### src/source/maUnit_macros.svh
`ifndef MA_UNIT_MACROS_SVH
`define MA_UNIT_MACROS_SVH

////////////////////////////////////////
// Datapath widths
////////////////////////////////////////

// Operand and result word
`define MA_DATA_WIDTH 32

// Issue tag, one per operation in flight
`define MA_TAG_WIDTH 4

////////////////////////////////////////
// Pipeline depths
////////////////////////////////////////

`define MA_MLT_DEPTH 3 // Multiplier stages
`define MA_ADD_DEPTH 1 // Adder stages

// Third operands waiting for their products
// Must cover every multiply-add inside the multiplier
`define MA_BUFF_DEPTH 4

`endif

### src/source/maDataPkg.sv
`include "maUnit_macros.svh"

////////////////////////////////////////
// Data types of the multiply-add unit
////////////////////////////////////////

package maDataPkg;

	// One operand or result word
	typedef logic [`MA_DATA_WIDTH-1:0] dataT;

	// Identity of an issued operation
	// Results leave out of order, so the tag is what pairs them up
	typedef logic [`MA_TAG_WIDTH-1:0] tagT;

	// Low word of a full product, wraps modulo 2^32
	function automatic dataT lowProduct(input dataT x, input dataT y);
		logic [2*`MA_DATA_WIDTH-1:0] full;
		full = x * y;
		return full[`MA_DATA_WIDTH-1:0];
	endfunction

endpackage

### src/source/maOpPkg.sv
////////////////////////////////////////
// Operation encoding
////////////////////////////////////////

package maOpPkg;

	typedef logic [1:0] opT;

	localparam opT opAdd = 2'd0; // a + b
	localparam opT opMul = 2'd1; // a * b
	localparam opT opMad = 2'd2; // a * b + c
	// 2'd3 is reserved and never issued

	// True for operations that go through the multiplier
	function automatic logic usesMlt(input opT code);
		return (code == opMul) || (code == opMad);
	endfunction

	// True when the third operand is needed
	function automatic logic usesThird(input opT code);
		return code == opMad;
	endfunction

endpackage

### src/source/productIf.sv
`timescale 1ns/1ps

////////////////////////////////////////
// Multiplier result into the adder
////////////////////////////////////////

interface productIf;
	import maDataPkg::*;
	import maOpPkg::*;

	logic valid; // Also the issue stall
	opT op;      // opMul or opMad only
	tagT tag;
	dataT data;  // Low word of a*b

	modport source (
		output valid,
		output op,
		output tag,
		output data
	);

	modport sink (
		input valid,
		input op,
		input tag,
		input data
	);

endinterface

### src/source/operandBuffIf.sv
`timescale 1ns/1ps

////////////////////////////////////////
// Third operand ring buffer access
////////////////////////////////////////

interface operandBuffIf;
	import maDataPkg::*;

	logic write;     // One pulse per accepted multiply-add
	dataT writeData;
	logic read;      // Pops the oldest entry
	dataT readData;  // Oldest entry, valid in the read cycle

	modport writer (
		output write,
		output writeData
	);

	modport reader (
		output read,
		input readData
	);

	modport memory (
		input write,
		input writeData,
		input read,
		output readData
	);

endinterface

### src/source/mltPipe.sv
`timescale 1ns/1ps
`include "maUnit_macros.svh"

module mltPipe #(
	parameter int mltDepth = `MA_MLT_DEPTH
)(
	input logic clock,
	input logic rst,
	input logic issue,
	input maOpPkg::opT op,
	input maDataPkg::tagT tag,
	input maDataPkg::dataT a,
	input maDataPkg::dataT b,
	input maDataPkg::dataT c,
	productIf.source prod,
	operandBuffIf.writer buff
);
	import maDataPkg::*;
	import maOpPkg::*;

	logic accept;

	// One entry per stage, index 0 is the first
	logic validQ [mltDepth];
	opT opQ [mltDepth];
	tagT tagQ [mltDepth];
	dataT dataQ [mltDepth];

	assign accept = issue && usesMlt(op);

	// Third operand parks in the buffer until the product is out
	assign buff.write = accept && usesThird(op);
	assign buff.writeData = c;

	////////////////////////////////////////
	// Stage chain
	////////////////////////////////////////

	always_ff @(posedge clock) begin
		if (rst) begin
			for (int i = 0; i < mltDepth; i++) begin
				validQ[i] <= 1'b0;
			end
		end else begin
			validQ[0] <= accept;
			for (int i = 1; i < mltDepth; i++) begin
				validQ[i] <= validQ[i-1];
			end
		end
	end

	// Product is formed in the first stage, later stages only carry it
	always_ff @(posedge clock) begin
		opQ[0] <= op;
		tagQ[0] <= tag;
		dataQ[0] <= lowProduct(a, b);
		for (int i = 1; i < mltDepth; i++) begin
			opQ[i] <= opQ[i-1];
			tagQ[i] <= tagQ[i-1];
			dataQ[i] <= dataQ[i-1];
		end
	end

	assign prod.valid = validQ[mltDepth-1];
	assign prod.op = opQ[mltDepth-1];
	assign prod.tag = tagQ[mltDepth-1];
	assign prod.data = dataQ[mltDepth-1];

	////////////////////////////////////////
	// Checks
	////////////////////////////////////////

	// An add must never reach the adder by way of the multiplier
	for (genvar s = 0; s < mltDepth; s++) begin : gStageCheck
		assert property (@(posedge clock) disable iff (rst)
			validQ[s] |-> (opQ[s] != opAdd))
			else $error("Add found in multiplier stage %0d", s);
	end

endmodule

### src/source/operandRingBuffer.sv
`timescale 1ns/1ps
`include "maUnit_macros.svh"

module operandRingBuffer #(
	parameter int depth = `MA_BUFF_DEPTH
)(
	input logic clock,
	input logic rst,
	operandBuffIf.memory port
);
	import maDataPkg::*;

	localparam int ptrWidth = (depth > 1) ? $clog2(depth) : 1;
	localparam int cntWidth = $clog2(depth + 1);

	dataT mem [depth];

	logic [ptrWidth-1:0] wrPtr;
	logic [ptrWidth-1:0] rdPtr;
	logic [cntWidth-1:0] count; // Entries held
	logic full;
	logic empty;

	// Pointer step that wraps at any depth, not only powers of two
	function automatic logic [ptrWidth-1:0] nextPtr(input logic [ptrWidth-1:0] ptr);
		return (ptr == ptrWidth'(depth - 1)) ? '0 : ptr + 1'b1;
	endfunction

	assign full = (count == cntWidth'(depth));
	assign empty = (count == '0);

	// Oldest entry is always on the read port
	assign port.readData = mem[rdPtr];

	////////////////////////////////////////
	// Storage
	////////////////////////////////////////

	always_ff @(posedge clock) begin
		if (port.write) begin
			mem[wrPtr] <= port.writeData;
		end
	end

	always_ff @(posedge clock) begin
		if (rst) begin
			wrPtr <= '0;
			rdPtr <= '0;
			count <= '0;
		end else begin
			if (port.write) wrPtr <= nextPtr(wrPtr);
			if (port.read) rdPtr <= nextPtr(rdPtr);
			case ({port.write, port.read})
				2'b10: count <= count + 1'b1;
				2'b01: count <= count - 1'b1;
				default: count <= count; // Push and pop together
			endcase
		end
	end

	////////////////////////////////////////
	// Checks
	////////////////////////////////////////

	// Depth too small for the multiplier if this fires
	assert property (@(posedge clock) disable iff (rst) port.write |-> !full)
		else $error("Operand buffer written while full");

	// A multiply-add product arrived without its operand
	assert property (@(posedge clock) disable iff (rst) port.read |-> !empty)
		else $error("Operand buffer read while empty");

endmodule

### src/source/addPipe.sv
`timescale 1ns/1ps
`include "maUnit_macros.svh"

module addPipe #(
	parameter int addDepth = `MA_ADD_DEPTH
)(
	input logic clock,
	input logic rst,
	input logic issue,
	input maOpPkg::opT op,
	input maDataPkg::tagT tag,
	input maDataPkg::dataT a,
	input maDataPkg::dataT b,
	productIf.sink prod,
	operandBuffIf.reader buff,
	output logic resValid,
	output maDataPkg::tagT resTag,
	output maDataPkg::dataT resData
);
	import maDataPkg::*;
	import maOpPkg::*;

	logic isAdd;     // Issued add this cycle
	logic loadValid;
	tagT loadTag;
	dataT addendA;
	dataT addendB;

	logic validQ [addDepth];
	tagT tagQ [addDepth];
	dataT sumQ [addDepth];

	assign isAdd = issue && (op == opAdd);
	assign loadValid = prod.valid || isAdd;

	// Pop the waiting third operand together with its product
	assign buff.read = prod.valid && usesThird(prod.op);

	////////////////////////////////////////
	// Input select
	////////////////////////////////////////

	// Product has priority, the issuer holds adds while it is valid
	always_comb begin
		if (prod.valid) begin
			loadTag = prod.tag;
			addendA = prod.data;
			addendB = usesThird(prod.op) ? buff.readData : '0; // Plain multiply adds zero
		end else begin
			loadTag = tag;
			addendA = a;
			addendB = b;
		end
	end

	////////////////////////////////////////
	// Adder stages
	////////////////////////////////////////

	always_ff @(posedge clock) begin
		if (rst) begin
			for (int i = 0; i < addDepth; i++) begin
				validQ[i] <= 1'b0;
			end
		end else begin
			validQ[0] <= loadValid;
			for (int i = 1; i < addDepth; i++) begin
				validQ[i] <= validQ[i-1];
			end
		end
	end

	always_ff @(posedge clock) begin
		tagQ[0] <= loadTag;
		sumQ[0] <= addendA + addendB; // Wraps modulo 2^32
		for (int i = 1; i < addDepth; i++) begin
			tagQ[i] <= tagQ[i-1];
			sumQ[i] <= sumQ[i-1];
		end
	end

	assign resValid = validQ[addDepth-1];
	assign resTag = tagQ[addDepth-1];
	assign resData = sumQ[addDepth-1];

	// Issuer broke the stall rule and an add would be lost
	assert property (@(posedge clock) disable iff (rst) !(isAdd && prod.valid))
		else $error("Add issued during product stall");

endmodule

### src/source/maUnit.sv
`timescale 1ns/1ps
`include "maUnit_macros.svh"

module maUnit #(
	parameter int mltDepth = `MA_MLT_DEPTH,
	parameter int addDepth = `MA_ADD_DEPTH,
	parameter int buffDepth = `MA_BUFF_DEPTH
)(
	input logic clock,
	input logic rst,
	input logic issue,
	input maOpPkg::opT op,
	input maDataPkg::tagT tag,
	input maDataPkg::dataT a,
	input maDataPkg::dataT b,
	input maDataPkg::dataT c,
	output logic stall,
	output logic resValid,
	output maDataPkg::tagT resTag,
	output maDataPkg::dataT resData
);

	productIf prodBus ();
	operandBuffIf buffBus ();

	// A product entering the adder blocks any issued add
	assign stall = prodBus.valid;

	////////////////////////////////////////
	// Multiplier, buffer, adder
	////////////////////////////////////////

	mltPipe #(
		.mltDepth (mltDepth)
	) mltPipe0 (
		.clock (clock),
		.rst   (rst),
		.issue (issue),
		.op    (op),
		.tag   (tag),
		.a     (a),
		.b     (b),
		.c     (c),
		.prod  (prodBus.source),
		.buff  (buffBus.writer)
	);

	operandRingBuffer #(
		.depth (buffDepth)
	) operandRingBuffer0 (
		.clock (clock),
		.rst   (rst),
		.port  (buffBus.memory)
	);

	addPipe #(
		.addDepth (addDepth)
	) addPipe0 (
		.clock    (clock),
		.rst      (rst),
		.issue    (issue),
		.op       (op),
		.tag      (tag),
		.a        (a),
		.b        (b),
		.prod     (prodBus.sink),
		.buff     (buffBus.reader),
		.resValid (resValid),
		.resTag   (resTag),
		.resData  (resData)
	);

endmodule

### config.mk
export PLATFORM = sky130hd
export DESIGN_NAME = maUnit
export DESIGN_NICKNAME = d
export VERILOG_FILES = /design/src/source/maDataPkg.sv /design/src/source/maOpPkg.sv /design/src/source/productIf.sv /design/src/source/operandBuffIf.sv /design/src/source/mltPipe.sv /design/src/source/operandRingBuffer.sv /design/src/source/addPipe.sv /design/src/source/maUnit.sv
export VERILOG_INCLUDE_DIRS = /design/src /design/src/source
export SDC_FILE = /design/constraint.sdc
export NUM_CORES = 1
export LEC_CHECK = 0
export CORE_UTILIZATION = 45
export DETAILED_ROUTE_END_ITERATION = 8
export DONT_BUFFER_PORTS = 1
export PLACE_DENSITY = 0.62
export SLEW_MARGIN = 10
export SYNTH_ARGS = -nofsm -noshare
export SYNTH_HDL_FRONTEND = slang
export SYNTH_SLANG_ARGS = --single-unit
### constraint.sdc
create_clock -name clock -period 20.4 [get_ports clock]
set_input_delay 0 -clock clock [delete_from_list [all_inputs] [get_ports clock]]
set_output_delay 0 -clock clock [all_outputs]
set_load 0.02 [all_outputs]
==> results.txt <==
Worst EP required -> 20,890 ps
largest cells by area after synthesis -> fa_1, edfxtp_1, dfxtp_1
Worst path top cell family by delay -> adder cells
layout cells sized above 1 -> 0.05524
H-tree levels -> 1
Initial DRC Count -> 1,021
clk_skew -> 11.36 ps
CTS buffer count -> 27
vias in the first global route -> 18.89k
Synth top cells by count -> inv_1, fa_1, nand2_1
hold depth -> 1
global-route wire length before repair -> 111.1 mm
Critical Path Sink Type -> register
WL final -> 69.53 mm
boundary pin count -> 143
Crit. path cell count -> 23
Seq/Total Area, Yosys -> 0.2699
max_slew headroom -> 0.5629
Reg clk slew, reported paths -> 80 ps
Critical path buffers and inverters -> 4
Congestion Overflow GR -> 0
Site Rows -> 87
Post-DP HPWL -> 52.03 mm
layout overhead on the synthesized area -> 7.738%
worst reg2reg path depth -> 15
DIE AREA -> 59,000 um2
Core Util, Final -> 0.4951
#FFs+latches synth -> 288
clk sinks -> 288
crit path launch -> b[5]
multi-input combinational cell area -> 16,830 um2
fin worst setup slack -> 14,210 ps
TritonCTS clock tree -> done
Initial Util -> 0.4595
CP arrival -> 6680 ps
Period minus WS final -> 6186 ps
Fmax -> 0.1617 GHz
Wirelength per Cell -> 21.48 um
endpoints failing setup -> 0
status -> finished, final reports clean
RSZ-0062 raised after global routing -> no
sink of the worst hold path -> mltPipe0.tagQ[0][0]$_DFF_P_
FFs w/ async S/R, synth -> 0
Worst-Margin Slew -> 655.7 ps
most used cell, CP -> fa_1
CP cell instances -> and2_1 > fa_1 > fa_1 > fa_1 > inv_1 > fa_1 > inv_1 > fa_1 > inv_1 > fa_1 > inv_1 > fa_1 > fa_1 > ha_1 > a21o_1 > a21o_1 > a21o_1 > a2111oi_2 > o31ai_1 > a31oi_1 > nand2b_1 > a21oi_1 > xnor2_1
clock root buffer -> clkbuf_16
reg-to-reg setup timing slack -> 15,940 ps
share of Yosys cell area claimed by the top area cell type -> 0.3136
postcts setup bufs -> 0
layout net count -> 3,134
synthesized instance count -> 2,485
GRT Overall Usage -> 0.2457
CP max-delay cell -> fa_1
die span in x -> 242.9 um
largest net degree at the start of global routing -> 43
gpl congestion -> 0.9218
hold path startpoint -> tag[0]
Max Transition Viols Final -> 0
Synth Warn # -> 0
post-synth top area cell -> fa_1
drt drc -> 0
pre-CTS setup slack -> 13,660 ps
Clock Path Buffers -> 3
FILL cells -> 5,275
Clock Latency Late Sink -> 560 ps
antenna violations before repair -> 3
Die Span Y -> 242.9 um
crit path max fanout -> 28
number of port buffers -> 0
syn_area_per_cell -> 10.51 um2
antenna-violating nets left -> 0
most common cell in the synthesized netlist -> inv_1
Most used DFF post-synth -> dfxtp_1
routed vias/inst -> 5.266
Core Box Area -> 56,820 um2
routed via count -> 17.05k
Post-Syn Area -> 26,110 um2
Final Hold Viols -> 0
post-route setup TNS -> 0 ps
Setup crit start kind -> input port
register area -> 7052 um2
slowest stage delay, CP -> 560 ps
Hold Crit Class -> input port to register
Worst Path Class, Setup -> input port to register
syn nets -> 3,160
Netlist cell types -> 60
reg2reg end -> addPipe0.sumQ[0][28]$_DFF_P_
Post-synth EDFFs -> 128
crit share post-route -> 0.3032
Max Cap Violations -> 0
first-pass iteration count of the detailed router -> 5
## how the worst max path moves through the flow
stage                                    endpoint
finish              mltPipe0.dataQ[0][29]$_DFF_P_
global placement    mltPipe0.dataQ[0][29]$_DFF_P_
detailed placement  mltPipe0.dataQ[0][29]$_DFF_P_
global route        mltPipe0.dataQ[0][29]$_DFF_P_
CTS                 mltPipe0.dataQ[0][29]$_DFF_P_
floorplan           mltPipe0.dataQ[0][30]$_DFF_P_
## routing by layer
metal | vias up | part of all wire | global-route usage
li1 | 7626 | - | -
met1 | 8884 | 0.45 | 0.3497
met2 | 467 | 0.46 | 0.3956
met3 | 68 | 0.068 | 0.04047
met4 | 0 | 0.018 | 0.05087
met5 | - | 0 | 0
## cells in the final DEF, fill, tap and decap left out, types with 3 or more instances in the layout
cell / count
nor3_1: 16
o21a_1: 7
edfxtp_1: 128
mux4_2: 32
nor2b_1: 9
o21ai_0: 24
mux2_2: 35
clkinvlp_4: 4
a211oi_1: 8
nand2_1: 315
or3_1: 3
o21bai_1: 5
o21ai_1: 3
xor2_1: 31
clkbuf_16: 29
ha_1: 161
fa_1: 409
nand3_1: 17
and2_1: 245
inv_6: 3
dlygate4sd3_1: 56
inv_1: 473
clkinv_2: 3
a31oi_1: 11
xnor2_1: 80
o31ai_1: 3
clkinv_4: 3
nand3b_1: 4
a21o_2: 3
and3_1: 8
buf_4: 8
o22ai_1: 31
mux2i_1: 3
dfxtp_1: 158
a21o_1: 25
nor2_1: 37
nand2b_1: 5
a21oi_1: 43
## repair_timing
action                                  4_1_cts  5_1_grt
hold buffers                                 56        0
endpoints found under the setup margin        0        0
resized for setup                             0        0
endpoints found under the hold margin       162        0
## metrics by stage
stage	hold slack (ps)	cells	area, um2
global placement	27.80	3130	26660
floorplan	27.72	2485	26110
detailed placement	27.79	3130	26660
CTS	0.3210	3236	28130
finish	19.94	3237	28130
global route	9.074	3236	28130
## logic make-up after synthesis
logic type | synth area share
muxes | 0.04384
xor gates and xnor gates | 0.03723
buffers and inverters | 0.08567
and+or+nand+nor | 0.1266
adders and majority gates | 0.3907
AOI/OAI and AO/OA | 0.04605
DFF | 0.2699
## layout make-up
class | count | share of cell area
Tap cell | 756 | 0.03362
Inverter | 473 | 0.06311
Timing Repair Buffer | 64 | 0.02206
Clock inverter | 17 | 0.005470
Multi-Input combinational cell | 1605 | 0.5982
Antenna cell | 1 | 0.00008895
Sequential cell | 288 | 0.2507
Clock buffer | 33 | 0.02682
## registers in the layout, summed over array words and instances (netlist names), named ones only
register                  cells
operandRingBuffer0.wrPtr      2
addPipe0.validQ               1
addPipe0.sumQ                32
operandRingBuffer0.mem      128
operandRingBuffer0.rdPtr      2
mltPipe0.tagQ                12
addPipe0.tagQ                 4
mltPipe0.validQ               3
mltPipe0.dataQ               96
mltPipe0.opQ                  6
Power is left out: the tool's default activity adds up to more than one toggle a clock period on the data nets, which glitch-free logic cannot reach.
